## config.mk

```make
export PLATFORM = sky130hd
export DESIGN_NAME = cycle_control
export DESIGN_NICKNAME = d
export VERILOG_FILES = /design/src/source/cpu_pkg.sv /design/src/source/cycle_control.sv
export VERILOG_INCLUDE_DIRS = /design/src /design/src/source
export SDC_FILE = /design/constraint.sdc
export NUM_CORES = 1
export LEC_CHECK = 0
export BUFFER_PORTS_ARGS = -buffer_cell sky130_fd_sc_hd__buf_4
export CORE_MARGIN = 5
export CORE_UTILIZATION = 39
export DETAILED_ROUTE_END_ITERATION = 8
export PLACE_DENSITY = 0.8
export SETUP_SLACK_MARGIN = 0.05
export SKIP_LAST_GASP = 1
export SYNTH_ARGS = -nofsm -noshare
export SYNTH_HDL_FRONTEND = slang
export SYNTH_SLANG_ARGS = --single-unit
```

## constraint.sdc

```tcl
create_clock -name clk -period 3.3 [get_ports clk]
set_input_delay 0.33 -clock clk [delete_from_list [all_inputs] [get_ports clk]]
set_output_delay 0.33 -clock clk [all_outputs]
set_load 0.01 [all_outputs]
```

## src/source/cpu_macros.svh

```systemverilog
`ifndef CPU_MACROS_SVH
`define CPU_MACROS_SVH

// machine word and internal memory size
`define CPU_WORD_W 16
`define CPU_MEM_AW 8

// continuation address of an accepted interrupt
`define CPU_IRQ_VECTOR 8'h40

// control panel register map
`define CPU_REG_CTRL   8'h00
`define CPU_REG_STATUS 8'h04
`define CPU_REG_MADDR  8'h08
`define CPU_REG_MDATA  8'h0C
`define CPU_REG_IC     8'h10
`define CPU_REG_R0     8'h20

`endif

```

## src/source/cpu_pkg.sv

```systemverilog
`include "cpu_macros.svh"
`default_nettype none

package cpu_pkg;

	typedef logic [`CPU_WORD_W-1:0] word_t;
	typedef logic [`CPU_MEM_AW-1:0] mem_addr_t;

	// 6-bit opcode field, anything not listed is illegal
	typedef enum logic [5:0] {
		AW  = 6'o20,
		SW  = 6'o22,
		OR  = 6'o24,
		NR  = 6'o26,
		ER  = 6'o30,
		LW  = 6'o50,
		TW  = 6'o51,
		RW  = 6'o54,
		UJ  = 6'o70,
		JZ  = 6'o71,
		HLT = 6'o73
	} opcode_e;

	typedef enum logic [3:0] {
		STOP,
		FETCH,
		FETCH_WAIT,
		ARG,
		ARG_WAIT,
		OPER,
		OPER_WAIT,
		EXEC,
		WRITE,
		CYCLE_END
	} cpu_state_e;

	typedef struct packed {
		logic z;
		logic m;
		logic v;
		logic c;
	} flags_t;

	typedef struct packed {
		opcode_e op;
		logic [2:0] a;
		logic [2:0] b;
		logic [2:0] c;
		logic needs_arg;
		logic reads_mem;
		logic writes_mem;
		logic writes_reg;
		logic is_jump;
		logic is_halt;
		logic illegal;
	} decoded_t;

	typedef struct packed {
		word_t value;
		flags_t flags;
		logic flags_valid;
		logic reg_we;
		logic [2:0] reg_idx;
		logic mem_we;
		mem_addr_t mem_addr;
		logic jump;
		word_t jump_addr;
		logic halt;
	} exec_res_t;

	typedef struct packed {
		logic en;
		logic we;
		mem_addr_t addr;
		word_t wdata;
	} mem_port_t;

	typedef struct packed {
		logic en;
		logic is_ic;
		logic [2:0] idx;
		word_t data;
	} reg_wr_t;

	typedef struct packed {
		logic psel;
		logic penable;
		logic pwrite;
		logic [7:0] paddr;
		logic [31:0] pwdata;
	} apb_req_t;

	typedef struct packed {
		logic [31:0] prdata;
		logic pready;
		logic pslverr;
	} apb_rsp_t;

endpackage

`default_nettype wire

```

## src/source/cycle_control.sv

```systemverilog
`default_nettype none

module cycle_control
	import cpu_pkg::*;
(
	input logic clk,
	input logic rst,
	input logic start,
	input logic stop,
	input logic ie_wr,
	input logic irq,
	input decoded_t dec,
	input exec_res_t exec_res,
	input word_t mem_rdata,
	input word_t ic,
	output mem_port_t cmem,
	output word_t ir,
	output word_t arg_word,
	output word_t oper_word,
	output logic exec_en,
	output logic commit,
	output logic irq_take,
	output logic ic_step,
	output logic run,
	output logic halted,
	output logic illegal,
	output logic ie
);

	cpu_state_e state;
	cpu_state_e state_nx;
	logic stop_req;
	logic oper_done;
	logic halt_pend;

	assign run = (state != STOP);
	assign halt_pend = exec_res.halt | dec.illegal;
	assign exec_en = (state == EXEC);
	assign commit = (state == WRITE);
	assign irq_take = (state == CYCLE_END) & irq & ie & ~halt_pend;

	// IC moves past the instruction word and past the argument word
	assign ic_step = (state == FETCH) | ((state == ARG) & dec.needs_arg);

	always_comb begin
		cmem = '0;
		case (state)
			FETCH: begin
				cmem.en = 1'b1;
				cmem.addr = mem_addr_t'(ic);
			end
			ARG: begin
				cmem.en = dec.needs_arg;
				cmem.addr = mem_addr_t'(ic);
			end
			OPER: begin
				cmem.en = 1'b1;
				cmem.addr = exec_res.mem_addr;
			end
			WRITE: begin
				// store of RW
				cmem.en = exec_res.mem_we;
				cmem.we = exec_res.mem_we;
				cmem.addr = exec_res.mem_addr;
				cmem.wdata = exec_res.value;
			end
			default: begin
				cmem = '0;
			end
		endcase
	end

	always_comb begin
		state_nx = state;
		case (state)
			STOP: begin
				if (start) begin
					state_nx = FETCH;
				end
			end
			FETCH: state_nx = FETCH_WAIT;
			FETCH_WAIT: state_nx = ARG;
			ARG: state_nx = dec.needs_arg ? ARG_WAIT : EXEC;
			ARG_WAIT: state_nx = EXEC;
			// first EXEC pass forms the address, second one uses the operand
			EXEC: state_nx = (dec.reads_mem & ~oper_done) ? OPER : WRITE;
			OPER: state_nx = OPER_WAIT;
			OPER_WAIT: state_nx = EXEC;
			WRITE: state_nx = CYCLE_END;
			CYCLE_END: state_nx = (halt_pend | stop_req | stop) ? STOP : FETCH;
			default: state_nx = STOP;
		endcase
	end

	always_ff @(posedge clk) begin
		if (rst) begin
			state <= STOP;
			stop_req <= 1'b0;
			oper_done <= 1'b0;
			halted <= 1'b0;
			illegal <= 1'b0;
			ie <= 1'b0;
		end else begin
			state <= state_nx;

			if (state_nx == STOP) begin
				stop_req <= 1'b0;
			end else if (stop & run) begin
				stop_req <= 1'b1;
			end

			if ((state == STOP) & start) begin
				halted <= 1'b0;
				illegal <= 1'b0;
			end else if ((state == CYCLE_END) & halt_pend) begin
				halted <= 1'b1;
				illegal <= dec.illegal;
			end

			if (state == FETCH) begin
				oper_done <= 1'b0;
			end else if (state == OPER_WAIT) begin
				oper_done <= 1'b1;
			end

			// interrupt entry drops the enable
			if (irq_take) begin
				ie <= 1'b0;
			end else if (ie_wr) begin
				ie <= 1'b1;
			end
		end
	end

	// read data is valid one cycle after the request
	always_ff @(posedge clk) begin
		if (state == FETCH_WAIT) begin
			ir <= mem_rdata;
		end
		if (state == ARG_WAIT) begin
			arg_word <= mem_rdata;
		end
		if (state == OPER_WAIT) begin
			oper_word <= mem_rdata;
		end
	end

endmodule

`default_nettype wire

```

# After elaboration in Yosys (flattened, before gate mapping)
# Index checks and enable logic that the tools add are counted.
# op_classes
n_eq_ne	9
n_mux	9
n_bitwise	14
n_reduce_logical	11
# op_table
cell	n
one-hot mux 4 bit (9 select lines)	1
== test 4 x 3 -> 1 bit, second input constant	4
2-to-1 mux 16 bit	1
one-hot mux 8 bit (2 select lines)	1
OR reduction 2 bit	8
AND 1 bit	8
== test 4 x 2 -> 1 bit, second input constant	2
== test 4 bit, second input constant	2
logical NOT 4 bit	2
2-to-1 mux 4 bit	2
== test 4 x 1 -> 1 bit, second input constant	1
bitwise OR 1 bit	4
nonzero test 4 bit	1
one-hot mux 1 bit (3 select lines)	1
2-to-1 mux 1 bit	2
2-to-1 mux 2 bit	1
inverter 1 bit	2
# totals
ff_bits	57
inputBits	112
out_inout_bits	82
elab_cells	52

# Depth between registers and ports, before layout
# depth
word_depth	7
depth_mapped	4

# Worst setup path before layout
# Ideal clock, no wire load.
# synth_timing
path_kind	reg-to-reg
startpoint	register state[2]
endpoint	register arg_word[0], enable pin
setup_time_ps	409
arrival_time_ps	2025
slack_ps	865
stages_incl_launch_ff	5
n_path_buf	2
synth_period_minus_slack_ps	2435
path_cell_list	dfxtp_1 > buf_4 > buf_2 > nand2_1 > nor3_1
# synth_between
elab_chain_len	1
# synth_lines
element	line_no	source
start, declared	cycle_control.sv:30	cpu_state_e state;
start signal, assigned	cycle_control.sv:104	state <= state_nx;
== test 4 x 3 -> 1 bit	cycle_control.sv:140	if (state == ARG_WAIT) begin
end signal, assigned	cycle_control.sv:141	arg_word <= mem_rdata;
end, declared	cycle_control.sv:18	output word_t arg_word,
# No other way between the ends.
# A chain may end at the register's enable or synchronous reset.

==> metrics.md <==
| Metric | Value |
|---|---|
| CTS tree | `done` |
| Post-Syn Instances | `173` |
| Vias/cell | `4.75` |
| RSZ-0062 raised after global routing | `false` |
| Clock sink count | `57` |
| CP Capture Type | `primary output` |
| DRC Markers | `0` |
| WHS Endpoint | `ir[0]` |
| Inserted Clock Buffers | `9` |
| Avg WL per Cell | `15.8 um` |
| Final core occ | `62.8%` |
| Register area share after synthesis | `68.6%` |
| Synth Net Count | `285` |
| Cell area after layout | `0.00372 mm2` |
| EDFF count, synth | `48` |
| Setup CP Type | `flip-flop to primary output` |
| Die Area | `0.00772 mm2` |
| FF-to-FF setup slack | `1200 ps` |
| Fmax | `0.354 GHz` |
| First-pass GRT wire length | `9.20 mm` |
| # rows | `28` |
| Slew HR | `19.3%` |
| Placed Cells | `382` |
| Final hold vios | `0` |
| Clk_lat worst skew | `320 ps` |
| Yosys warns | `0` |
| WL final | `6.30 mm` |
| Hold-fix buffers, CTS | `0` |
| Post-CTS setup buffers | `0` |
| MaxCap Viol Count | `0` |
| Synth cell types | `37` |
| Min cycle time layout | `2820 ps` |
| Ys flop type | `edfxtp_1` |
| PD cells | `485 mW/mm2` |
| DR vias | `1890` |
| Setup TNS | `0 ps` |
| Fin. max-slew vios | `0` |
| Worst Setup Start Kind | `flip-flop` |
| Status | `finished clean` |
| Largest net degree at the start of global routing | `33` |
| Root buffer cell | `clkbuf_8` |
| Die W | `87.9 um` |
| Hold wc startpoint | `mem_rdata[0]` |
| Remaining global-route overflow | `0` |
| Starting density of the core | `39.9%` |
| Share of cells above drive strength 1 | `52.0%` |
| Antenna-violating nets left | `0` |
| Syn Area/Cell | `13.7 um2` |
| Non-Filler Instances | `398` |
| Area after DPL | `0.00350 mm2` |
| Synth Cell Area | `0.00236 mm2` |
| Port bufs | `140` |
| Clock transition at the registers of the reported paths | `70 ps` |
| # nets final | `430` |
| Max IR drop VDD | `0.000308 V` |
| Diode count | `0` |
| Die Ht | `87.9 um` |
| Required @ worst endpoint | `2970 ps` |
| Initial DRC Count | `45` |
| CP arrival | `2490 ps` |
| Tightest Pin Transition | `1210 ps` |
| Synthesis-stage register bit count | `57` |
| CP Max Fanout | `20` |
| Leak Pwr | `1.59 nW` |
| Max Clock Skew | `6.35 ps` |
| Hold path depth | `1` |
| H-Tree Depth | `3` |
| Initial antenna violation count | `0` |
| Async S/R FF share, synth | `0%` |
| Placer Congestion | `0.678` |
| Clock buffer depth | `2` |
| Final setup fails | `0` |
| DR pass1 iterations | `5` |
| Core box area | `0.00592 mm2` |
| R2R Path End | `state[0]` |
| Synth-to-layout area growth | `57.4%` |
| Hold Path Class | `primary input to flip-flop` |
| R2R cell count | `3` |
| # IOs | `194` |
| Crit share post-route | `85.6%` |
| Cts repair resizes | `0` |
| Crit Reg-Reg Startpoint | `state[3]` |
| Vias in the first global route | `1904` |
| HPWL Detailed | `4.81 mm` |
| GRT Total Usage | `16.0%` |
## how the worst max path moves through the flow
stage / start / to / cells past startpoint
after floorplan: state[2] / arg_word[0] / 4
after global placement: state[3] / cmem[25] / 4
after detailed placement: state[3] / cmem[25] / 4
after CTS: state[3] / cmem[25] / 4
after global routing: state[3] / cmem[25] / 4
final: state[3] / cmem[25] / 4
## cells in the final DEF (no fill, tap or decap), drive strengths merged, types with 3 or more instances in the layout
cell,count
nand2b,3
dfxtp,9
buf,145
nor2,8
nor3,6
a21oi,3
o21ai,3
nor2b,11
edfxtp,48
and2,18
mux2i,8
nand2,5
clkbuf,9
inv,12
o32ai,8
## critical path, cell delays in order, from the launching register on
cell	delay (ps)
dfxtp_1	610
nor4b_2	1050
and2_1	280
a31o_2	110
buf_4	110
## where the power goes
group          switching (W)  leakage (nW)  internal (W)
logic               0.000132         0.976      0.000136
registers          0.0000191         0.510      0.000822
clock network       0.000272         0.106      0.000424
total               0.000423          1.59       0.00138
## synthesized netlist by cell type (2+ instances only)
master    number  area [um2]
nand2_1        5        18.8
a21oi_1        3        15.0
and4_1         2        17.5
nor3_1         5        25.0
o21a_1         2        15.0
nor2b_1       11        68.8
and2_1        18         113
o32ai_1        8        70.1
mux2i_1        8        80.1
inv_1         11        41.3
edfxtp_1      48        1440
nand2b_1       3        18.8
dfxtp_1        9         180
o21ai_0        3        15.0
clkbuf_1       2        7.51
a31oi_1        2        12.5
buf_2          5        25.0
nor2_1         8        30.0
nor4_1         2        12.5
## kinds of logic after synthesis
logic type	after synthesis	share of synthesized area (%)
AOI/OAI and AO/OA	24	7.94
and+or+nand+nor	61	15.5
muxes	8	3.39
xor gates and xnor gates	1	0.370
DFF	57	68.6
buffers and inverters	22	4.29
## registers in the layout (all words and copies together), names as in the netlist
signal     count
arg_word      16
ir            16
oper_word     16
state          4
halted         1
ie             1
illegal        1
oper_done      1
stop_req       1
## routing by layer
layer	wire, um	vias to the layer above	share of wire (%)	global-route usage (%)
li1	-	927	-	-
met1	2450	854	39	17.5
met2	3110	102	49	28.8
met3	663	7	11	4.99
met4	78	0	1.2	6.69
met5	0	-	0	0
## area by class of cell
type                    count  area, um2
fillers                   471       2200
clock inverters             7       93.8
flip-flops and latches     57       1620
clock buffers               9        124
repair buffers            145       1090
well taps                  75       93.8
inverters                  11       41.3
multi-input cells          94        658
## metrics by stage
step	setup slack [ps]	power, W	hold slack (ps)
after global routing	255	0.00188	170
after detailed placement	784	0.00113	464
after CTS	421	0.00182	183
final	476	0.00181	194
after global placement	844	0.00112	454
after floorplan	865	0.000981	429
Power figures use the tool's default switching activity.
