==> src/source/cpu_macros.svh <==
`ifndef CPU_MACROS_SVH
`define CPU_MACROS_SVH

// machine word and internal memory size
`define CPU_WORD_W 16
`define CPU_MEM_AW 8

// continuation address of an accepted interrupt
`define CPU_IRQ_VECTOR 8'h40

// control panel register map
`define CPU_REG_CTRL   8'h00
`define CPU_REG_STATUS 8'h04
`define CPU_REG_MADDR  8'h08
`define CPU_REG_MDATA  8'h0C
`define CPU_REG_IC     8'h10
`define CPU_REG_R0     8'h20

`endif

==> src/source/cpu_pkg.sv <==
`include "cpu_macros.svh"
`default_nettype none

package cpu_pkg;

	typedef logic [`CPU_WORD_W-1:0] word_t;
	typedef logic [`CPU_MEM_AW-1:0] mem_addr_t;

	// 6-bit opcode field, anything not listed is illegal
	typedef enum logic [5:0] {
		AW  = 6'o20,
		SW  = 6'o22,
		OR  = 6'o24,
		NR  = 6'o26,
		ER  = 6'o30,
		LW  = 6'o50,
		TW  = 6'o51,
		RW  = 6'o54,
		UJ  = 6'o70,
		JZ  = 6'o71,
		HLT = 6'o73
	} opcode_e;

	typedef enum logic [3:0] {
		STOP,
		FETCH,
		FETCH_WAIT,
		ARG,
		ARG_WAIT,
		OPER,
		OPER_WAIT,
		EXEC,
		WRITE,
		CYCLE_END
	} cpu_state_e;

	typedef struct packed {
		logic z;
		logic m;
		logic v;
		logic c;
	} flags_t;

	typedef struct packed {
		opcode_e op;
		logic [2:0] a;
		logic [2:0] b;
		logic [2:0] c;
		logic needs_arg;
		logic reads_mem;
		logic writes_mem;
		logic writes_reg;
		logic is_jump;
		logic is_halt;
		logic illegal;
	} decoded_t;

	typedef struct packed {
		word_t value;
		flags_t flags;
		logic flags_valid;
		logic reg_we;
		logic [2:0] reg_idx;
		logic mem_we;
		mem_addr_t mem_addr;
		logic jump;
		word_t jump_addr;
		logic halt;
	} exec_res_t;

	typedef struct packed {
		logic en;
		logic we;
		mem_addr_t addr;
		word_t wdata;
	} mem_port_t;

	typedef struct packed {
		logic en;
		logic is_ic;
		logic [2:0] idx;
		word_t data;
	} reg_wr_t;

	typedef struct packed {
		logic psel;
		logic penable;
		logic pwrite;
		logic [7:0] paddr;
		logic [31:0] pwdata;
	} apb_req_t;

	typedef struct packed {
		logic [31:0] prdata;
		logic pready;
		logic pslverr;
	} apb_rsp_t;

endpackage

`default_nettype wire

==> src/source/panel_apb.sv <==
`include "cpu_macros.svh"
`default_nettype none

module panel_apb
	import cpu_pkg::*;
(
	input logic clk,
	input logic rst,
	input apb_req_t apb_req,
	input logic run,
	input logic halted,
	input logic illegal,
	input logic ie,
	input flags_t flags,
	input word_t ic,
	input word_t reg_rd_data,
	input word_t pmem_rdata,
	output apb_rsp_t apb_rsp,
	output logic start,
	output logic stop,
	output logic clear,
	output logic ie_wr,
	output reg_wr_t reg_wr,
	output logic [2:0] reg_rd_idx,
	output mem_port_t pmem
);

	mem_addr_t maddr;
	logic rd_pend;
	logic access;
	logic wr_acc;
	logic sel_ctrl;
	logic sel_status;
	logic sel_maddr;
	logic sel_mdata;
	logic sel_ic;
	logic sel_reg;
	logic err;
	logic mem_rd;
	logic done;

	assign access = apb_req.psel & apb_req.penable;

	assign sel_ctrl = (apb_req.paddr == `CPU_REG_CTRL);
	assign sel_status = (apb_req.paddr == `CPU_REG_STATUS);
	assign sel_maddr = (apb_req.paddr == `CPU_REG_MADDR);
	assign sel_mdata = (apb_req.paddr == `CPU_REG_MDATA);
	assign sel_ic = (apb_req.paddr == `CPU_REG_IC);
	// R0..R7 at 0x20..0x3C, word aligned
	assign sel_reg = ((apb_req.paddr & 8'hE3) == `CPU_REG_R0);

	// unmapped, or machine state touched while running
	assign err = ~(sel_ctrl | sel_status | sel_maddr | sel_mdata | sel_ic | sel_reg)
		| (run & (sel_mdata | sel_ic | sel_reg));

	// memory read needs a wait state for the synchronous array
	assign mem_rd = sel_mdata & ~apb_req.pwrite & ~err;
	assign done = ~mem_rd | rd_pend;

	assign apb_rsp.pready = access & done;
	assign apb_rsp.pslverr = access & err;

	assign wr_acc = access & apb_req.pwrite & ~err;

	assign start = wr_acc & sel_ctrl & apb_req.pwdata[0];
	assign stop = wr_acc & sel_ctrl & apb_req.pwdata[1];
	assign clear = wr_acc & sel_ctrl & apb_req.pwdata[2];
	assign ie_wr = wr_acc & sel_ctrl & apb_req.pwdata[3];

	assign reg_wr.en = wr_acc & (sel_ic | sel_reg);
	assign reg_wr.is_ic = sel_ic;
	assign reg_wr.idx = apb_req.paddr[4:2];
	assign reg_wr.data = apb_req.pwdata[`CPU_WORD_W-1:0];
	assign reg_rd_idx = apb_req.paddr[4:2];

	assign pmem.en = access & sel_mdata & ~err & (apb_req.pwrite | ~rd_pend);
	assign pmem.we = apb_req.pwrite;
	assign pmem.addr = maddr;
	assign pmem.wdata = apb_req.pwdata[`CPU_WORD_W-1:0];

	always_comb begin
		apb_rsp.prdata = '0;
		if (sel_ctrl) begin
			apb_rsp.prdata = 32'({ie, 3'b000});
		end else if (sel_status) begin
			apb_rsp.prdata = 32'({flags, ie, illegal, halted, run});
		end else if (sel_maddr) begin
			apb_rsp.prdata = 32'(maddr);
		end else if (sel_mdata) begin
			apb_rsp.prdata = 32'(pmem_rdata);
		end else if (sel_ic) begin
			apb_rsp.prdata = 32'(ic);
		end else if (sel_reg) begin
			apb_rsp.prdata = 32'(reg_rd_data);
		end
	end

	always_ff @(posedge clk) begin
		if (rst) begin
			maddr <= '0;
			rd_pend <= 1'b0;
		end else begin
			rd_pend <= access & mem_rd & ~rd_pend;
			if (wr_acc & sel_maddr) begin
				maddr <= apb_req.pwdata[`CPU_MEM_AW-1:0];
			end else if (access & sel_mdata & ~err & done) begin
				// window steps on every completed data access
				maddr <= maddr + 1'b1;
			end
		end
	end

endmodule

`default_nettype wire

==> config.mk <==
export PLATFORM = sky130hd
export DESIGN_NAME = panel_apb
export DESIGN_NICKNAME = d
export VERILOG_FILES = /design/src/source/cpu_pkg.sv /design/src/source/panel_apb.sv
export VERILOG_INCLUDE_DIRS = /design/src /design/src/source
export SDC_FILE = /design/constraint.sdc
export NUM_CORES = 1
export LEC_CHECK = 0
export BUFFER_PORTS_ARGS = -buffer_cell sky130_fd_sc_hd__clkbuf_2
export CAP_MARGIN = 5
export CELL_PAD_IN_SITES_DETAIL_PLACEMENT = 1
export CELL_PAD_IN_SITES_GLOBAL_PLACEMENT = 1
export CORE_ASPECT_RATIO = 1.75
export CORE_MARGIN = 3
export CORE_UTILIZATION = 20
export DETAILED_ROUTE_END_ITERATION = 8
export PLACE_DENSITY_LB_ADDON = 0.1
export SETUP_SLACK_MARGIN = 0.1
export SYNTH_ARGS = -nofsm -noshare
export SYNTH_HDL_FRONTEND = slang
export SYNTH_SLANG_ARGS = --single-unit
==> constraint.sdc <==
create_clock -name clk -period 3.4 [get_ports clk]
set_clock_uncertainty 0.05 [all_clocks]
set_input_delay 0.68 -clock clk [delete_from_list [all_inputs] [get_ports clk]]
set_output_delay 0.68 -clock clk [all_outputs]
set_load 0.005 [all_outputs]
* Word-level counts from Yosys, hierarchy flattened
Cells that the tools add are included.
** Operators by class
- Add/sub/neg operators :: 1
- Equal/unequal tests :: 5
- Mux-type cells :: 8
- Bitwise gates (word level) :: 37
- Reductions and logical operators :: 2
** Operator list (number)
- 16-bit two-way mux :: 5
- 32-bit two-way mux :: 1
- 1-bit AND :: 21
- 8-bit by 4-bit equality test with 1-bit output (second input constant) :: 2
- 8-bit two-way mux :: 2
- 1-bit bitwise OR :: 11
- 8-bit by 1-bit adder with 8-bit output (second input constant) :: 1
- 8-bit by 3-bit equality test with 1-bit output (second input constant) :: 1
- 8-bit by 5-bit equality test with 1-bit output (second input constant) :: 1
- 8-bit logical NOT :: 1
- 5-bit by 3-bit equality test with 1-bit output (second input constant) :: 1
- 1-bit NOT :: 5
- 2-bit nonzero test :: 1
** Storage, ports and cells
- Register bits after elaboration :: 9
- Bits of input ports :: 101
- Output and inout port bits :: 88
- Word-level logic and storage cells :: 55

* Depth between registers and ports, before layout
Gate-level depths: netlist (run 1).
- Word-level depth :: 15
- Mapped depth :: 7
- Gate-level depth less buffers :: 5

* Worst setup path after synthesis (run 1)
Ideal clock, no wire load.
- Path type :: input to output
- Start :: input port apb_req[34] (netlist bit)
- End :: output port apb_rsp[2] (netlist bit)
- Arrival time :: 2.352 ns
- Required time :: 2.670 ns
- Setup slack :: 0.318 ns
- Stages :: 6
- Path buffers :: 2
- Path through :: clkbuf_1 > or3b_2 > nor4_1 > buf_2 > a22oi_1 > o21ai_0
** RTL lines
- start, declared :: line panel_apb.sv:9 : input apb_req_t apb_req,
- end, declared :: line panel_apb.sv:18 : output apb_rsp_t apb_rsp,

* Worst setup path after layout (run 1)
- Start :: input port apb_req[38] (netlist bit)
- End :: output port stop
** On the way
- Cells in the longest elaborated chain, start to end :: 12
- Elaborated cells between the ends (all ways) :: 20
- Classes of those cells :: eq/ne (5); bitwise (14); reduce/logical (1)
** Ends and longest elaborated chain
- 8-bit by 3-bit equality test with 1-bit output (no source line) or 8-bit logical NOT (tied branches)
- 1-bit bitwise OR (5 in a row) :: line panel_apb.sv:53 : assign err = ~(sel_ctrl | sel_status | sel_maddr | sel_mdata | sel_ic | sel_reg)
- 1-bit NOT :: line panel_apb.sv:53
- 1-bit bitwise OR :: line panel_apb.sv:54 : | (run & (sel_mdata | sel_ic | sel_reg));
- 1-bit NOT :: line panel_apb.sv:63 : assign wr_acc = access & apb_req.pwrite & ~err;
- 1-bit AND :: line panel_apb.sv:63
- 1-bit AND * (2 in a row) :: line panel_apb.sv:66 : assign stop = wr_acc & sel_ctrl & apb_req.pwdata[1];
- end, declared :: line panel_apb.sv:20 : output logic stop,
Every way passes the cells marked *; elsewhere a longest branch is shown, timed or not.

==> summary.txt, run 1 <==
Run status
  – Outcome: complete, no violations

Logic synthesis
  – Synth top area cells: buf_4 27%, dfxtp_1 12%, a211oi_2 6.5%
  – Sequential-to-total area share from yosys stat: 11.70%
  – Top FF cell, synth: dfxtp_1
  – Synth top area share: 27.29%
  – Post-synth top area cell: buf_4
  – Synthesized netlist cell count: 206
  – Post-synth ARST share: 0%
  – Mapped Area: 1540 um^2
  – Yosys Warn Count: 0
  – Avg Inst Size Synth: 7.477 um^2
  – Most frequent cells after synthesis: 56 x buf_4, 16 x nor2_1, 13 x inv_1
  – Synth cell types: 39
  – Post-synth EDFFs: 0
  – Post-synthesis register bit count: 9
  – Most common cell in the netlist: buf_4

Clock network
  – CTS Sinks: 9
  – H-tree Lvls: 1
  – Setup Fix Bufs, Post-CTS: 0
  – CTS buffer count: 3
  – CTS tree: done
  – PostCTS Resize Cnt: 0
  – CTS Buffer Depth: 2
  – Root Buffer: clkbuf_16
  – Worst skew pair latency: 0.23 ns
  – Clock transition at path regs: 0.04 ns
  – Hold_buf cts: 0

Power and ir drop
  – Comb power frac: 27.0%
  – Seq pwr share: 24.7%
  – Power Total: 0.4298 mW
  – PwrDens: 210.7 nW/um^2
  – Worst VDD drop: 165.4 uV
  – Switching power share of the total: 25.44%
  – P_int: 0.3205 mW
  – Clock share of power: 48.3%
  – NetSw: 0.1093 mW
  – LEAKAGE: 1.102 nW

Critical path
  – Crit path DAT: 2.40 ns
  – Setup crit end kind: output port
  – Worst-path maximum fanout: 13
  – Worst Path Required: 2.67 ns
  – Critical path's slowest cell: or4_4
  – Largest stage delay on the critical path: 0.53 ns
  – Crit-path most repeated cell: clkbuf_2
  – Worst-path cell chain: clkbuf_2 -> or3_4 -> or4_4 -> nor4_1 -> buf_4 -> and2_1 -> clkbuf_2
  – WS Path Type: input pin to output port
  – CP startpoint kind: input pin

Floorplanning
  – Die height: 122.1 um
  – Site Rows: 41
  – Die Span X: 72.34 um
  – Core Area: 7336 um^2
  – Die Area: 8831 um^2
  – Initial Util: 21.00%
  – IO Pins: 189

Timing
  – Final Cycle Share: 92.00%
  – Post-route setup TNS: 0 ns
  – Final setup fails: 0
  – Final worst slack: 0.2719 ns
  – Worst-Margin Slew: 0.5208 ns
  – Worst slew margin: 65.02%
  – Slew Limit Fails: 0
  – Worst Hold Slack: 0.5302 ns
  – RSZ-0062 raised after global routing: false
  – Achievable clock frequency: 0.3197 GHz
  – Final Hold Viols: 0
  – Post-layout minimum cycle time: 3.128 ns

Placed design
  – Port Buffers: 132
  – RePlAce Congestion: 0.7193
  – Post-detail-place hpwl: 5.137 mm
  – Post-place setup slack: 0.2505 ns
  – Cells after DPL: 380
  – Placed instance area: 1961 um^2

Detailed routing
  – WL final: 5.938 mm
  – Post-route ant nets: 0
  – Vias per cell: 4.633
  – Pre-antenna DRT Iters: 6
  – DR iter-0 viols: 53
  – Total number of vias: 1779
  – WL/cell: 15.46 um
  – DRC: 0

Hold path
  – Hold/Removal Path Class: register to register

Finish
  – Share of post-route cells with drive strength above 1: 53.69%
  – Fin util: 27.80%
  – Fin nets: 401
  – N_diodes: 0
  – Area Growth Syn to Fin: 32.41%
  – Finished Layout Cells: 384
  – Fin area: 2039 um^2

Run
  – Max cap viols: 0

GRT
  – Initial antenna violation count: 0
  – First-pass GRT wire length: 8.880 mm
  – GRT Overall Usage: 12.75%
  – Global route total overflow: 0
  – Vias in the first global route: 1847
  – Largest net degree at the start of global routing: 22
[cell families (layout without fill, tap and decap cells)]
logic type / Yosys count / in the layout / share of synthesized area [%]
buffers and inverters: 79 / 156 / 33.55
and+or+nand+nor: 56 / 56 / 20.80
DFF: 9 / 9 / 11.70
other: 1 / 16 / 0.2435
AOI/OAI and AO/OA: 48 / 48 / 25.35
muxes: 5 / 5 / 3.574
adders and majority gates: 1 / 1 / 0.8122
xor gates and xnor gates: 7 / 7 / 3.981
[power by group through the flow]
stage | sequential, mW | clock, mW | combinational [mW]
detailed placement | 0.108 | 0 | 0.118
finish | 0.106 | 0.208 | 0.116
floorplan | 0.108 | 0 | 0.0870
global placement | 0.108 | 0 | 0.116
CTS | 0.106 | 0.214 | 0.119
global route | 0.106 | 0.220 | 0.131
[worst max-delay path, delay by kind of cell]
family / cells / cell delay (ns)
buf+inv: 3 / 0.38
simple gates: 4 / 1.35
[placed cells by master, fill, tap and decap left out, types with 4 or more instances in the layout]
cell type	count
clkbuf_2	132
and2_1	5
a211oi_2	8
a22oi_1	8
a221oi_1	4
dfxtp_1	9
buf_4	7
a222oi_1	8
conb_1	16
nand2_1	8
a21oi_1	9
nand3_1	5
xor2_1	6
mux2_2	4
o21ai_0	6
nor2_1	16
inv_1	13
[sequential cells by signal, summed over array words and instances (netlist names)]
signal,cells
maddr,8
rd_pend,1
[routing by layer]
metal	GRT usage [%]	vias to the layer above	routed length [um]
met5	0	-	0
met4	4.588	0	141
met3	2.477	14	661
met2	25.57	101	3225
met1	12.23	809	1910
li1	-	855	-
[path summary, 6_finish.rpt]
path / startpoint / end / slack (ns) / cells after the start
setup / recovery: apb_req[38] / stop / 0.27 / 7
setup reg to reg: rd_pend$_SDFF_PP0_ / maddr[5]$_SDFFE_PP0P_ / 1.82 / 5
hold / removal: rd_pend$_SDFF_PP0_ / rd_pend$_SDFF_PP0_ / 0.53 / 3
hold reg to reg: rd_pend$_SDFF_PP0_ / rd_pend$_SDFF_PP0_ / 0.53 / 3
[area by class of cell]
| class | instances | area, um^2 |
|---|---|---|
| fillers | 962 | 5296 |
| multi-input cells | 133 | 910.9 |
| repair buffers | 139 | 713.2 |
| flip-flops and latches | 9 | 180.2 |
| well taps | 86 | 107.6 |
| clock buffers | 4 | 78.83 |
| inverters | 13 | 48.80 |
No activity file was read; power rests on OpenSTA's default activity.
==> run 2, diff against run 1 <==
- BUFFER_PORTS_ARGS: -buffer_cell sky130_fd_sc_hd__clkbuf_2 -> not set
- CORE_AREA: not set -> 3 3 71 73
- CORE_ASPECT_RATIO: 1.75 -> not set
- CORE_MARGIN: 3 -> not set
- CORE_UTILIZATION: 20 -> not set
- DIE_AREA: not set -> 0 0 74 76
- DONT_BUFFER_PORTS: not set -> 1
==> run 2 against run 1 <==
  * Global-route usage up 3.1 points
  * Critical path depth down 3
  * Count of clock-buffer cells in the layout unchanged
  * Fmax up 6.4%
  * Critical path type unchanged
==> summary.txt, run 2 (synthesized netlist as in run 1, its figures left out) <==
Detailed routing
  – M1 wire length: 1.827 mm (-4.3%)
  – Pre-antenna DRT Iters: 5 (-1)
  – Total number of vias: 1292 (-27%)
  – DRC: 0 (unchanged)
  – Vias per cell: 6.009 (+30%)
  – Met2 WL: 2.416 mm (-25%)
  – Met3 routed WL: 534 um (-19%)
  – Post-route ant nets: 0 (unchanged)
  – WL final: 4.817 mm (-19%)
  – WL/cell: 22.40 um (+45%)
  – DR iter-0 viols: 76 (+43%)
  – DR top layer: met4

Finish
  – Area Growth Syn to Fin: -16.90%
  – Largest regs: maddr (8), rd_pend (1)
  – Most frequent cells in the layout: 16 x nor2_1, 16 x conb_1, 13 x inv_1, 9 x a21oi_1, 9 x dfxtp_1
  – Fin area: 1280 um^2 (-37%)
  – Largest reg by FF count: maddr
  – Fin util: 29.00% (+1.2 points)
  – Max reg flops: 8 (unchanged)
  – Finished Layout Cells: 215 (-44%)
  – N_diodes: 0 (unchanged)
  – Share of post-route cells with drive strength above 1: 15.34% (-38 points)
  – Fin nets: 266 (-34%)
  – Fill cells: 552 (-43%)

Placed design
  – Cells after DPL: 211 (-44%)
  – Placed instance area: 1235 um^2 (-37%)
  – Post-place setup slack: 0.4262 ns (+0.1757 ns)
  – Post-detail-place hpwl: 3.984 mm (-22%)
  – Port Buffers: 0 (-100%)
  – RePlAce Congestion: 0.7605 (+5.7%)

Power and ir drop
  – Power Total: 0.2678 mW (-38%)
  – LEAKAGE: 0.5093 nW (-54%)
  – PwrDens: 209.2 nW/um^2 (-0.74%)
  – Worst VDD drop: 276.1 uV (+67%)

Timing
  – Final worst slack: 0.4597 ns (+0.1878 ns)
  – Final setup fails: 0 (unchanged)
  – Worst slew margin: 56.47% (-8.5 points)
  – Post-route setup TNS: 0 ns (unchanged)
  – RSZ-0062 raised after global routing: false
  – Post-layout minimum cycle time: 2.940 ns (-0.1878 ns)
  – Worst Hold Slack: 0.4564 ns (-0.07381 ns)
  – Achievable clock frequency: 0.3401 GHz (+6.4%)
  – Final Hold Viols: 0 (unchanged)
  – Slew Limit Fails: 0 (unchanged)
  – Worst-Margin Slew: 0.6529 ns (+0.1321 ns)
  – Final Cycle Share: 86.48% (-5.5 points)

Clock network
  – Root Buffer: clkbuf_8
  – H-tree Lvls: 1 (unchanged)
  – CTS Buffer Depth: 2 (unchanged)
  – CTS Sinks: 9 (unchanged)
  – Worst skew pair latency: 0.23 ns (about the same)
  – PostCTS Resize Cnt: 0 (unchanged)
  – Setup Fix Bufs, Post-CTS: 0 (unchanged)
  – CTS buffer count: 3 (unchanged)
  – Hold_buf cts: 0 (unchanged)
  – CTS tree: done
  – Clock transition at path regs: 0.05 ns (about the same)

GRT
  – Initial antenna violation count: 0 (unchanged)
  – Largest net degree at the start of global routing: 23 (+4.5%)
  – Vias in the first global route: 1297 (-30%)
  – First-pass GRT wire length: 7.072 mm (-20%)
  – Global route total overflow: 0 (unchanged)
  – GRT Overall Usage: 15.80% (+3.1 points)

Critical path
  – Reg-to-reg critical path endpoint: maddr[5]$_SDFFE_PP0P_
  – CP startpoint kind: input pin
  – Buf/Inv on CP: 0 (-3)
  – Largest stage delay on the critical path: 0.53 ns (about the same)
  – Setup crit end kind: output port
  – Worst-path cell chain: or3_4 -> or4_4 -> o21ai_0 -> nor3b_1
  – Worst-path maximum fanout: 13 (unchanged)
  – Worst path top cell family by delay: simple AND/OR/NAND/NOR gates
  – FF-to-FF Start: rd_pend$_SDFF_PP0_
  – Crit path DAT: 2.21 ns (-0.19 ns)
  – Worst Path Required: 2.67 ns (about the same)
  – Critical path's slowest cell: or4_4
  – R2R depth: 5 (unchanged)
  – WS Path Type: input pin to output port
  – R2r setup slk: 1.85 ns (+0.03 ns)

Floorplanning
  – Die Span X: 74 um (+2.3%)
  – Die height: 76 um (-38%)
  – Site Rows: 24 (-41%)
  – Die Area: 5624 um^2 (-36%)
  – IO Pins: 189 (unchanged)
  – Core Area: 4414 um^2 (-40%)
  – Initial Util: 34.89% (+14 points)

Hold path
  – Hold/Removal Path Class: input pin to register
  – Hold endpoint: maddr[6]$_SDFFE_PP0P_
  – Hold path start: rst
  – Hold Path Cell Cnt: 1 (-2)

Run status
  – Outcome: complete, no violations

Run
  – Max cap viols: 0 (unchanged)
-- run 2: layout make-up --
| cell class | count | area, um^2 | area share [%] |
|---|---|---|---|
| Clock buffer | 4 | 45.04 | 3.519 |
| Timing Repair Buffer | 4 | 30.03 | 2.346 |
| Sequential cell | 9 | 180.2 | 14.08 |
| Multi-Input combinational cell | 133 | 910.9 | 71.16 |
| Tap cell | 52 | 65.06 | 5.083 |
| Inverter | 13 | 48.80 | 3.812 |
-- run 2: worst max-delay path by stage --
stage                           start                    end  slack, ns  cells past startpoint
after floorplan           apb_req[34]             apb_rsp[2]       0.32                      6
after global placement    apb_req[38]                  ie_wr       0.44                      5
after detailed placement  apb_req[38]  maddr[5]$_SDFFE_PP0P_       0.43                      5
after CTS                 apb_req[38]                  clear       0.46                      5
after global routing      apb_req[38]             apb_rsp[4]       0.37                      5
final                     apb_req[38]             reg_wr[20]       0.46                      4
-- run 2: power by group --
group,total [mW],internal (mW),switching [mW],leakage [nW]
logic,0.0359,0.0147,0.0213,0.414
clock network,0.126,0.0819,0.0440,0.0228
registers,0.106,0.106,0.000138,0.0724
-- run 2: metal layers --
metal | GRT usage, % | up-vias
li1 | - | 587
met1 | 18.33 | 607
met2 | 28.55 | 88
met3 | 3.826 | 10
met4 | 3.261 | 0
met5 | 0 | -
