--- src/source/cpu_macros.svh ---
`ifndef CPU_MACROS_SVH
`define CPU_MACROS_SVH

// machine word and internal memory size
`define CPU_WORD_W 16
`define CPU_MEM_AW 8

// continuation address of an accepted interrupt
`define CPU_IRQ_VECTOR 8'h40

// control panel register map
`define CPU_REG_CTRL   8'h00
`define CPU_REG_STATUS 8'h04
`define CPU_REG_MADDR  8'h08
`define CPU_REG_MDATA  8'h0C
`define CPU_REG_IC     8'h10
`define CPU_REG_R0     8'h20

`endif

--- src/source/cpu_pkg.sv ---
`include "cpu_macros.svh"
`default_nettype none

package cpu_pkg;

	typedef logic [`CPU_WORD_W-1:0] word_t;
	typedef logic [`CPU_MEM_AW-1:0] mem_addr_t;

	// 6-bit opcode field, anything not listed is illegal
	typedef enum logic [5:0] {
		AW  = 6'o20,
		SW  = 6'o22,
		OR  = 6'o24,
		NR  = 6'o26,
		ER  = 6'o30,
		LW  = 6'o50,
		TW  = 6'o51,
		RW  = 6'o54,
		UJ  = 6'o70,
		JZ  = 6'o71,
		HLT = 6'o73
	} opcode_e;

	typedef enum logic [3:0] {
		STOP,
		FETCH,
		FETCH_WAIT,
		ARG,
		ARG_WAIT,
		OPER,
		OPER_WAIT,
		EXEC,
		WRITE,
		CYCLE_END
	} cpu_state_e;

	typedef struct packed {
		logic z;
		logic m;
		logic v;
		logic c;
	} flags_t;

	typedef struct packed {
		opcode_e op;
		logic [2:0] a;
		logic [2:0] b;
		logic [2:0] c;
		logic needs_arg;
		logic reads_mem;
		logic writes_mem;
		logic writes_reg;
		logic is_jump;
		logic is_halt;
		logic illegal;
	} decoded_t;

	typedef struct packed {
		word_t value;
		flags_t flags;
		logic flags_valid;
		logic reg_we;
		logic [2:0] reg_idx;
		logic mem_we;
		mem_addr_t mem_addr;
		logic jump;
		word_t jump_addr;
		logic halt;
	} exec_res_t;

	typedef struct packed {
		logic en;
		logic we;
		mem_addr_t addr;
		word_t wdata;
	} mem_port_t;

	typedef struct packed {
		logic en;
		logic is_ic;
		logic [2:0] idx;
		word_t data;
	} reg_wr_t;

	typedef struct packed {
		logic psel;
		logic penable;
		logic pwrite;
		logic [7:0] paddr;
		logic [31:0] pwdata;
	} apb_req_t;

	typedef struct packed {
		logic [31:0] prdata;
		logic pready;
		logic pslverr;
	} apb_rsp_t;

endpackage

`default_nettype wire

--- src/source/ir_decode.sv ---
`default_nettype none

module ir_decode
	import cpu_pkg::*;
(
	input word_t ir,
	output decoded_t dec
);

	// set for every legal instruction that takes the argument N
	logic uses_n;

	always_comb begin
		dec = '0;
		uses_n = 1'b1;

		// fields: op 15..10, bit 9 spare, A 8..6, B 5..3, C 2..0
		dec.op = opcode_e'(ir[15:10]);
		dec.a = ir[8:6];
		dec.b = ir[5:3];
		dec.c = ir[2:0];

		case (dec.op)
			LW, AW, SW, OR, NR, ER: begin
				dec.writes_reg = 1'b1;
			end
			TW: begin
				dec.reads_mem = 1'b1;
				dec.writes_reg = 1'b1;
			end
			RW: begin
				dec.writes_mem = 1'b1;
			end
			UJ, JZ: begin
				dec.is_jump = 1'b1;
			end
			HLT: begin
				dec.is_halt = 1'b1;
				uses_n = 1'b0;
			end
			default: begin
				// unknown code, no argument word is fetched
				dec.illegal = 1'b1;
				uses_n = 1'b0;
			end
		endcase

		// C=0 means N comes from the word after the instruction
		dec.needs_arg = uses_n & (dec.c == 3'd0);
	end

endmodule

`default_nettype wire

--- config.mk ---
export PLATFORM = sky130hd
export DESIGN_NAME = ir_decode
export DESIGN_NICKNAME = d
export VERILOG_FILES = /design/src/source/cpu_pkg.sv /design/src/source/ir_decode.sv
export VERILOG_INCLUDE_DIRS = /design/src /design/src/source
export SDC_FILE = /design/constraint.sdc
export NUM_CORES = 1
export LEC_CHECK = 0
export BUFFER_PORTS_ARGS = -buffer_cell sky130_fd_sc_hd__buf_2
export CORE_AREA = 5 5 42 44
export DETAILED_ROUTE_END_ITERATION = 16
export DIE_AREA = 0 0 47 49
export GPL_TIMING_DRIVEN = 0
export PLACE_DENSITY_LB_ADDON = 0.2
export SYNTH_ARGS = -nofsm -noshare
export SYNTH_HDL_FRONTEND = slang
export SYNTH_SLANG_ARGS = --single-unit
--- constraint.sdc ---
create_clock -name vclk -period 0.8
set_input_delay 0.08 -clock vclk [all_inputs]
set_output_delay 0.08 -clock vclk [all_outputs]
set_load 0.05 [all_outputs]
=== After elaboration in Yosys (flattened, before gate mapping) ===
Cells that the tools add are included.

* Input port bits: 16
* Logic and storage cells: 24
* Output and inout bits: 22
* Register bits: 0

* Reduce and logical (&&, ||, !) cells: 5
* Muxes and demuxes: 7
* Equal/unequal tests: 11
* Bitwise logic cells: 1

{| class="wikitable"
|+ Operators with widths
! cell !! number
|-
| $eq 6x6->1 const B || 6
|-
| $eq 6x5->1 const B || 5
|-
| $reduce_or 11->1 || 1
|-
| $reduce_or 10->1 || 1
|-
| $mux 1 || 7
|-
| $reduce_or 7->1 || 1
|-
| $logic_not 3->1 || 1
|-
| $reduce_or 2->1 || 1
|-
| $and 1x1->1 || 1
|}

=== Logic depth before layout (Yosys ltp) ===
Gate-level depths: netlist of run 1.

* Word-level depth: 4
* Mapped depth: 3
* Gate-level depth less buffers: 3

=== Worst setup path before layout of run 1 ===
Ideal clock, no wire load.

* Kind: input to output
* Start point: input port ir[10]
* End point: output port dec[6] (netlist name)
* Arrival: 1.458 ns
* Data required time: 0.720 ns
* Stages on the path: 3
* Buffers on the path: 0
* Slack: -0.738 ns
* Cells stage by stage: o21ai_0 > nand3b_1 > a2111oi_2

{| class="wikitable"
|+ RTL lines
! what !! RTL line !! source
|-
| start: declaration || ir_decode.sv:6 || <nowiki>input word_t ir,</nowiki>
|-
| end: declaration || ir_decode.sv:7 || <nowiki>output decoded_t dec</nowiki>
|}

==> results.md, run 1 <==
Clock network:
- After clock tree synthesis, the flow added hold-fix buffers numbering 0.

Cells and area:
- The commonest non-fill, non-tap cell in the layout is sky130_fd_sc_hd__buf_4.
- With fillers left out, the area of the finished cells amounts to 627 sq um.
- The number of nets in the finished design is 90.
- Once layout is complete, the utilization of the core stands at 44.7%.
- The total inserted antenna cells is 0.
- Counting the fill cells in the layout gives 150.
- In the layout the commonest cells are sky130_fd_sc_hd__buf_4 (19), sky130_fd_sc_hd__buf_2 (18), sky130_fd_sc_hd__buf_6 (7).
- The area growth from synthesis to layout is 146%.
- The area used by sequential logic in the layout is 0 sq um.
- In the finished design the tool counted flip-flops and latches totalling 0.
- The final-layout clock buffer total is 0.
- In the final layout, the share of cells above drive strength 1 is 88.9%.

Die:
- The effective utilization at floorplan is 18.2%.
- The number of rows created at floorplan is 14.
- Measured along the y axis, the die boundary spans 49 um.
- The width of the die is 47 um.
- The core region is 0.00140 sq mm.
- The I/O pin count is 38.
- The floorplan die area is 0.00230 sq mm.

Routing:
- The final routed wire length divided by cell count is 11.0 um.
- The final wirelength is 965 um.
- The residual antenna-violating net count after detailed routing is 0.
- The number of DRC violations after detailed-routing iteration 0 is 3.
- The total via count after detailed routing is 364.
- The post-detailed-route via-to-cell ratio is 4.14.
- The first detailed-routing pass ran for 2 iterations.
- For this run, design rule violations remaining after detail routing come to 0.

Worst setup path:
- The data arrival time at the worst-slack endpoint is 1.01 ns.
- STA classifies the critical path endpoint as an output pin.
- Data on the critical path is required at its endpoint by 0.72 ns.
- The worst-path maximum fanout is 6.
- The kind of critical path is input port to output pin.
- The critical path startpoint category is an input port.

Pwr:
- The internal power summed over all cells is 0.174 mW.
- Sequential cells account for 0% of the total power.
- Summed over all cells, the static leakage comes to 0.304 nW.
- The worst vdd rail ir drop is 0.000301 V.
- The clock network is responsible for 0% of the overall power.
- The combinational fraction of design power is 100.0%.
- The net load switching power is 0.274 mW.
- The switching part of the total power is 61.1%.
- The power density normalized to cell area is 715 mW/mm^2.

Timing:
- Counting I/O delays and the setup requirement, the final critical path takes 1.09 ns.
- The share of the clock period used by the worst path is 136%.
- Setup repair after global routing could not meet its margin everywhere.
- The measured slew at the worst slew-check pin is 0.351 ns.
- The number of pins with negative max-slew slack in the final report was 0.
- The total count of hold-check failures in the final report is 0.
- Headroom to the max-slew limit came out at 76.3%.
- Setup slack on the critical path of the routed design comes to -0.286 ns.
- Timing would allow up to 920 MHz.
- The final number of setup-violating endpoints is 7.

Synthesis:
- For this run, the number of Yosys warnings is 0.
- After technology mapping, the gate count stands at 38.
- The post-synthesis sequential area ratio is 0%.
- Synthesis produced a netlist with a net count of 54.
- The count of cell types in the netlist is 15.
- The synthesized area is 255 sq um.
- The average cell area after synthesis is 6.72 sq um.

Place:
- The total of buffers placed on input and output ports is 31.
- The HPWL after detailed placement is 710 um.
- The cell area reported after detailed placement is 473 sq um.
- The weighted congestion at the end of routability-driven global placement is 0.649.
- The worst setup slack after placement is -0.439 ns.

Status:
- The final reports fail on negative setup slack.
- The run finished, with violations left.

Run:
- The max-capacitance violation count is 0.

GRT:
- The overflow left after global routing is 0.
- The number of antenna violations at the first check in global routing is 0.
- The global-route total usage across every layer is 7.72%.
- The via count of the first global-routing pass is 338.
- Entering global routing, the biggest net connects 9 pins.
- The global-route wire length before repair is 1.43 mm.

Hold path:
- The path type of the worst min-delay path is input port to output pin.
cells in the mapped netlist, drive strengths merged:
cell      n  area share [%]
and4b     1             3.9
o21ai     2             3.9
a2bb2oi   1             3.4
nor3b     1             2.9
nor4b     1             3.4
nand2     6             8.8
and2      1             3.4
a2111oi   1             5.9
and3b     1             3.9
nand3b    1             2.9
a211oi    1             2.9
and3      1             2.5
buf      15              44
nor2      4             5.9
nand3     1             2.0
critical path, cell delays in order:
cell and delay, ns:
sky130_fd_sc_hd__buf_12 0.11, sky130_fd_sc_hd__o21ai_4 0.13, sky130_fd_sc_hd__nand3_2 0.11, sky130_fd_sc_hd__a2111oi_4 0.36, sky130_fd_sc_hd__buf_6 0.20
stage by stage:
| step | power, mW | hold WS, ns | TNS, ns | instances |
|---|---|---|---|---|
| after floorplan | 0.284 | 0.216 | -0.745 | 38 |
| after global placement | 0.380 | 0.463 | -1.88 | 85 |
| after detailed placement | 0.382 | 0.464 | -1.89 | 85 |
| after CTS | 0.429 | 0.451 | -1.27 | 86 |
| after global routing | 0.470 | 0.468 | -1.48 | 88 |
| final | 0.448 | 0.450 | -1.20 | 88 |
metal layers:
layer / track usage (%) / up-vias / part of all wire, %
met3: 1.48 / 0 / 11
met2: 13.8 / 18 / 53
met5: 0 / - / 0
met4: 0 / 0 / 0
li1: - / 185 / -
met1: 9.78 / 161 / 36
cell families after synthesis:
logic type             after synthesis  share of synthesized area, %
buffers and inverters               15                          44.1
AND/OR/NAND/NOR                     18                          39.7
AO/OA/AOI/OAI                        5                          16.2
final cells by class:
cell class,instances,area [sq um],area share [%]
plain buffers,15,113,18.0
repair buffers,34,279,44.5
multi-input cells,23,215,34.3
well taps,16,20.0,3.19
power groups by stage:
stage	Combinational, mW	Clock, mW	Sequential, mW
final	0.448	0	0
after global routing	0.470	0	0
after CTS	0.429	0	0
after detailed placement	0.382	0	0
after global placement	0.380	0	0
after floorplan	0.284	0	0
repair_timing:
action	in CTS	in global routing
cloned	0	0
resized for setup	33	6
setup buffers	1	2
pin swaps	5	4
setup endpoints to repair	7	7
worst paths after layout:
path	from	to	slack, ns	depth (start not counted)
max	ir[11]	dec[6]	-0.29	5
min	ir[2]	dec[6]	0.45	3
Note: power is estimated with default switching activity, not from simulation.
==> run 2, diff against run 1 <==
--- a/config.mk
+++ b/config.mk
@@ -7,9 +7,11 @@
 export NUM_CORES = 1
 export LEC_CHECK = 0
 export BUFFER_PORTS_ARGS = -buffer_cell sky130_fd_sc_hd__buf_2
-export CORE_AREA = 5 5 42 44
+export CELL_PAD_IN_SITES_DETAIL_PLACEMENT = 1
+export CELL_PAD_IN_SITES_GLOBAL_PLACEMENT = 1
+export CORE_MARGIN = 5
+export CORE_UTILIZATION = 18
 export DETAILED_ROUTE_END_ITERATION = 16
-export DIE_AREA = 0 0 47 49
 export GPL_TIMING_DRIVEN = 0
 export PLACE_DENSITY_LB_ADDON = 0.2
 export SYNTH_ARGS = -nofsm -noshare
==> results.md, run 2 (synthesized netlist as in run 1, its figures left out) <==
Status:
- The flow ran to the end, but the final reports show violations.
- The checks that failed: negative setup slack.

Routing:
- The number of DRC violations after detailed-routing iteration 0 is 7.
- The first-pass iteration count of the detailed router is 4.
- After detailed routing, the total wire length is 1.17 mm.
- Dividing the detail-routed wire length by the instance count gives 12.8 um.
- The remaining design rule violation count is 0.
- The total via count after detailed routing is 407.
- The residual antenna-violating net count after detailed routing is 0.
- After detailed routing, the number of vias per cell comes to 4.47.

Cells and area:
- The growth of design area from synthesis to finish is 166%.
- The final-layout clock buffer total is 0.
- The number of fill cells is 162.
- The commonest non-fill, non-tap cell in the layout is sky130_fd_sc_hd__buf_4.
- The sequential cell count is 0.
- The finished cells cover 679 sq um.
- The post-route netlist has 90.8% of its cells at a drive strength greater than 1.
- The top cell types in the final layout, fill and taps aside, are sky130_fd_sc_hd__buf_4 (24), sky130_fd_sc_hd__buf_2 (18), sky130_fd_sc_hd__buf_8 (5).
- The total inserted antenna cells is 0.
- At the end of the flow the core is filled with cells to 51.6%.
- The sequential cells in the finished layout cover a total of 0 sq um.
- The number of nets in the finished design is 94.

Timing:
- The number of pins with negative max-slew slack in the final report is 0.
- The slack of the critical path is -0.300 ns.
- Setup violations remaining at the end of the flow were counted as 7.
- The minimum clock period after layout is 1.10 ns.
- The remaining max-slew budget at the tightest pin is 77.7%.
- Setup repair after global routing could not meet its margin everywhere.
- The measured slew at the worst slew-check pin is 0.331 ns.
- The total count of hold-check failures in the final report is 0.
- Based on the critical path, the design can be clocked at up to 909 MHz.
- The share of the clock period used by the worst path is 138%.

GRT:
- The overflow left after global routing is 0.
- Entering global routing, the biggest net connects 9 pins.
- The via count of the first global-routing pass came to 416.
- The first global-routing pass estimated 1.70 mm of wire.
- The number of antenna violations at the first check in global routing is 0.
- For this run, the total global-route usage over all layers was measured as 9.99%.

Place:
- The cell area reported after detailed placement is 472 sq um.
- The weighted congestion at the end of routability-driven global placement is 0.616.
- Input and output buffers added on the ports amount to 31.

Worst setup path:
- The worst setup path is captured at an output pin.
- The data arrival time at the worst-slack endpoint is 1.02 ns.
- Data on the critical path is required at its endpoint by 0.72 ns.
- STA classifies the critical path startpoint as an input port.
- The worst-path maximum fanout is 8.
- The kind of critical path is input port to output pin.

Pwr:
- The worst-case IR drop observed on VDD is 0.000400 V.
- The leakage power of the design is 0.335 nW.
- Dividing total power by cell area gives a power density of 706 mW/mm^2.

Die:
- Once the floorplan was initialized, standard cells occupied 19.4% of the core.
- The number of rows created at floorplan is 13.
- The I/O pin count is 38.
- The floorplan die area is 0.00227 sq mm.
- The area of the core region is 0.00132 sq mm.
- The floorplan step set the die width to 47.7 um.
- The overall die height is 47.7 um.

Run:
- Across the run, the number of max-cap violations was 0.

Clock network:
- The count of hold buffers inserted by post-cts repair is 0.

Hold path:
- The tightest min-delay check is of the input port to output pin type.
[run 2: area by class of cell]
| type | instances | area (sq um) | share of cell area [%] |
|---|---|---|---|
| well taps | 15 | 18.8 | 2.76 |
| repair buffers | 38 | 318 | 46.8 |
| multi-input cells | 23 | 230 | 33.9 |
| plain buffers | 15 | 113 | 16.6 |
[run 2: report_power, final]
part / total [mW] / switching (mW) / internal [mW]
combinational: 0.480 / 0.286 / 0.194
clock: 0 / 0 / 0
sequential: 0 / 0 / 0
total: 0.480 / 0.286 / 0.194
[run 2: through the flow]
step / worst slack [ns] / std cells / setup TNS [ns] / hold WS (ns) / power (mW)
2_1_floorplan: -0.344 / 38 / -0.745 / 0.216 / 0.284
3_3_place_gp: -0.424 / 84 / -2.02 / 0.463 / 0.383
3_5_place_dp: -0.440 / 84 / -1.96 / 0.464 / 0.384
4_1_cts: -0.295 / 87 / -1.11 / 0.452 / 0.443
5_1_grt: -0.335 / 91 / -1.34 / 0.464 / 0.506
6_report: -0.300 / 91 / -1.13 / 0.450 / 0.480
[run 2: path summary, 6_finish.rpt]
check | depth (start not counted) | endpoint | start
worst max-delay path | 5 | dec[6] | ir[10]
worst min-delay path | 3 | dec[6] | ir[2]
[run 2: critical path, cell delays in order]
cell and delay [ns]:
sky130_fd_sc_hd__buf_6 0.12, sky130_fd_sc_hd__nor2_2 0.14, sky130_fd_sc_hd__nand3_2 0.12, sky130_fd_sc_hd__a2111oi_4 0.36, sky130_fd_sc_hd__buf_6 0.20
[run 2: metal layers]
layer | GRT usage (%) | share of wire (%)
met1 | 11.6 | 37
met4 | 0 | 0
met3 | 1.13 | 11
met5 | 0 | 0
met2 | 20.3 | 52
[run 2: timing repair]
| action | in CTS | in global routing |
|---|---|---|
| pin swaps | 9 | 5 |
| setup endpoints to repair | 7 | 7 |
| gates resized for setup | 36 | 8 |
| setup buffers | 3 | 4 |
==> run 3, diff against run 2 <==
--- a/config.mk
+++ b/config.mk
@@ -13,7 +13,7 @@
 export CORE_UTILIZATION = 18
 export DETAILED_ROUTE_END_ITERATION = 16
 export GPL_TIMING_DRIVEN = 0
-export PLACE_DENSITY_LB_ADDON = 0.2
+export PLACE_DENSITY_LB_ADDON = 0.1
 export SYNTH_ARGS = -nofsm -noshare
 export SYNTH_HDL_FRONTEND = slang
 export SYNTH_SLANG_ARGS = --single-unit
==> results.md, run 3 (synthesized netlist as in run 1, its figures left out) <==
Status:
- The run finished, with violations left.
- The checks that failed: negative setup slack.

Cells and area:
- The commonest non-fill, non-tap cell in the layout is sky130_fd_sc_hd__buf_4.
- In the final layout, the multi-input gates occupy 225 sq um.
- The growth of design area from synthesis to finish is 156%.
- In the finished design the tool counted flip-flops and latches totalling 0.
- The repair_antennas step left the layout with diodes totalling 0.
- The layout has 171 filler cells.
- In the finished layout, the clock tree contains a buffer count of 0.
- Cells with a size suffix above 1 make up 90.4% of the layout.
- The net count of the finished layout is 91.
- Leaving out fill and tap cells, the most frequent cells in the layout are sky130_fd_sc_hd__buf_4 (20), sky130_fd_sc_hd__buf_2 (18), sky130_fd_sc_hd__buf_8 (7).
- The area used by sequential logic in the layout is 0 sq um.

Worst setup path:
- The worst setup path is captured at an output pin.
- STA puts the critical path data arrival time at 1.00 ns.
- The critical path startpoint category is an input port.
- At the worst endpoint, the required time is 0.72 ns.
- The kind of critical path is input port to output pin.
- The worst-path maximum fanout is 6.

Die:
- The effective utilization at floorplan is 19.4%.
- The overall die height is 47.7 um.
- The width of the die is 47.7 um.
- The floorplan die area is 0.00227 sq mm.
- The area of the core region is 0.00132 sq mm.
- The I/O pin count is 38.
- The number of rows created at floorplan is 13.

Timing:
- The smallest clock period supported by the final layout is computed as 1.08 ns.
- Across all setup checks in the final design, the least slack found is -0.281 ns.
- Static timing analysis puts the maximum clock frequency at 925 MHz.
- The number of pins with negative max-slew slack in the final report was 0.
- The final hold slack is 0.454 ns.
- At the pin with the least slew margin, the transition time is 0.314 ns.
- The total count of hold-check failures in the final report is 0.
- The remaining max-slew budget at the tightest pin is 78.7%.
- Setup repair after global routing could not meet its margin everywhere.
- The share of the clock period used by the worst path is 135%.
- Setup violations remaining at the end of the flow were counted as 7.

GRT:
- The via count of the first global-routing pass is 381.
- The global-route wire length before repair is 1.62 mm.
- Global routing used 9.54% of the available tracks.
- The number of antenna violations at the first check in global routing is 0.
- The overflow left after global routing is 0.
- The pin count of the biggest net entering global routing is 9.

Pwr:
- Summing internal, switching and leakage power gives 0.460 mW.
- The worst vdd rail ir drop is 0.000427 V.
- In this run the static leakage power is 0.320 nW.
- Dividing total power by cell area gives a power density of 703 mW/mm^2.

Routing:
- The first TritonRoute pass finished after 2 iterations.
- The post-detailed-route via-to-cell ratio is 4.18.
- In this run, the number of DRC markers left after iteration 0 of detailed routing was 5.
- In this run the remaining antenna-violating nets after routing total 0.
- The final wirelength is 1.08 mm.
- The final routed wire length divided by cell count is 12.3 um.
- The total via count after detailed routing is 368.
- The remaining design rule violation count is 0.

Place:
- Timing analysis after detailed placement gives a worst setup slack of -0.447 ns.
- At the end of routability-driven placement, the weighted congestion stood at 0.593.
- The total of buffers placed on input and output ports is 31.
- The wire-length estimate of the detail-placed layout is 850 um.

Clock network:
- In this run, post-CTS hold repair placed 0 buffers.

Run:
- The max-capacitance violation count is 0.

Hold path:
- The path type of the worst min-delay path is input port to output pin.
[run 3: cell types whose count changed in the layout (fill, tap and decap cells not counted)]
cell / delta
sky130_fd_sc_hd__buf_12: -1
sky130_fd_sc_hd__buf_4: -4
sky130_fd_sc_hd__buf_8: +2
sky130_fd_sc_hd__nor2_2: -2
sky130_fd_sc_hd__nor2_4: +2
sky130_fd_sc_hd__o21ai_2: +2
sky130_fd_sc_hd__o21ai_4: -2
[run 3: path summary, 6_finish.rpt]
| path | slack (ns) | end | cells after the start | startpoint |
|---|---|---|---|---|
| setup / recovery | -0.28 | dec[6] | 5 | ir[12] |
| hold / removal | 0.45 | dec[6] | 3 | ir[2] |
[run 3: routing by layer]
metal  wire, um  share of wire, %  global-route usage [%]
met5          0                 0                       0
met4          0                 0                       0
met3        139                13                    3.38
met2        533                49                    19.3
met1        411                38                    9.89
[run 3: timing repair]
action | 4_1_cts | 5_1_grt
pin swaps | 4 | 7
gates resized for setup | 30 | 15
cloned | 0 | 0
buffers inserted | 1 | 3
setup endpoints to repair | 7 | 7
[run 3: final cells by class]
| type | instances | share of cell area, % |
|---|---|---|
| plain buffers | 15 | 17.2 |
| well taps | 15 | 2.87 |
| repair buffers | 35 | 45.5 |
| multi-input cells | 23 | 34.4 |
[run 3: metrics by stage]
stage	setup TNS [ns]	instances	utilization (%)	area, sq um
2_1_floorplan	-0.745	38	-	298
3_3_place_gp	-2.03	84	35.8	472
3_5_place_dp	-1.99	84	35.8	472
4_1_cts	-1.25	85	43.5	573
5_1_grt	-1.06	88	49.7	654
6_report	-0.845	88	49.7	654
[run 3: worst max-delay path, cell delays in order]
cell and delay (ns):
sky130_fd_sc_hd__buf_8 0.11, sky130_fd_sc_hd__o21ai_2 0.13, sky130_fd_sc_hd__nand3_2 0.11, sky130_fd_sc_hd__a2111oi_4 0.37
sky130_fd_sc_hd__buf_6 0.20
[run 3: where the power goes]
| group | leakage (nW) | total, mW | internal [mW] | switching (mW) |
|---|---|---|---|---|
| logic | 0.320 | 0.460 | 0.180 | 0.279 |
| clock network | 0 | 0 | 0 | 0 |
| registers | 0 | 0 | 0 | 0 |
| total | 0.320 | 0.460 | 0.180 | 0.279 |
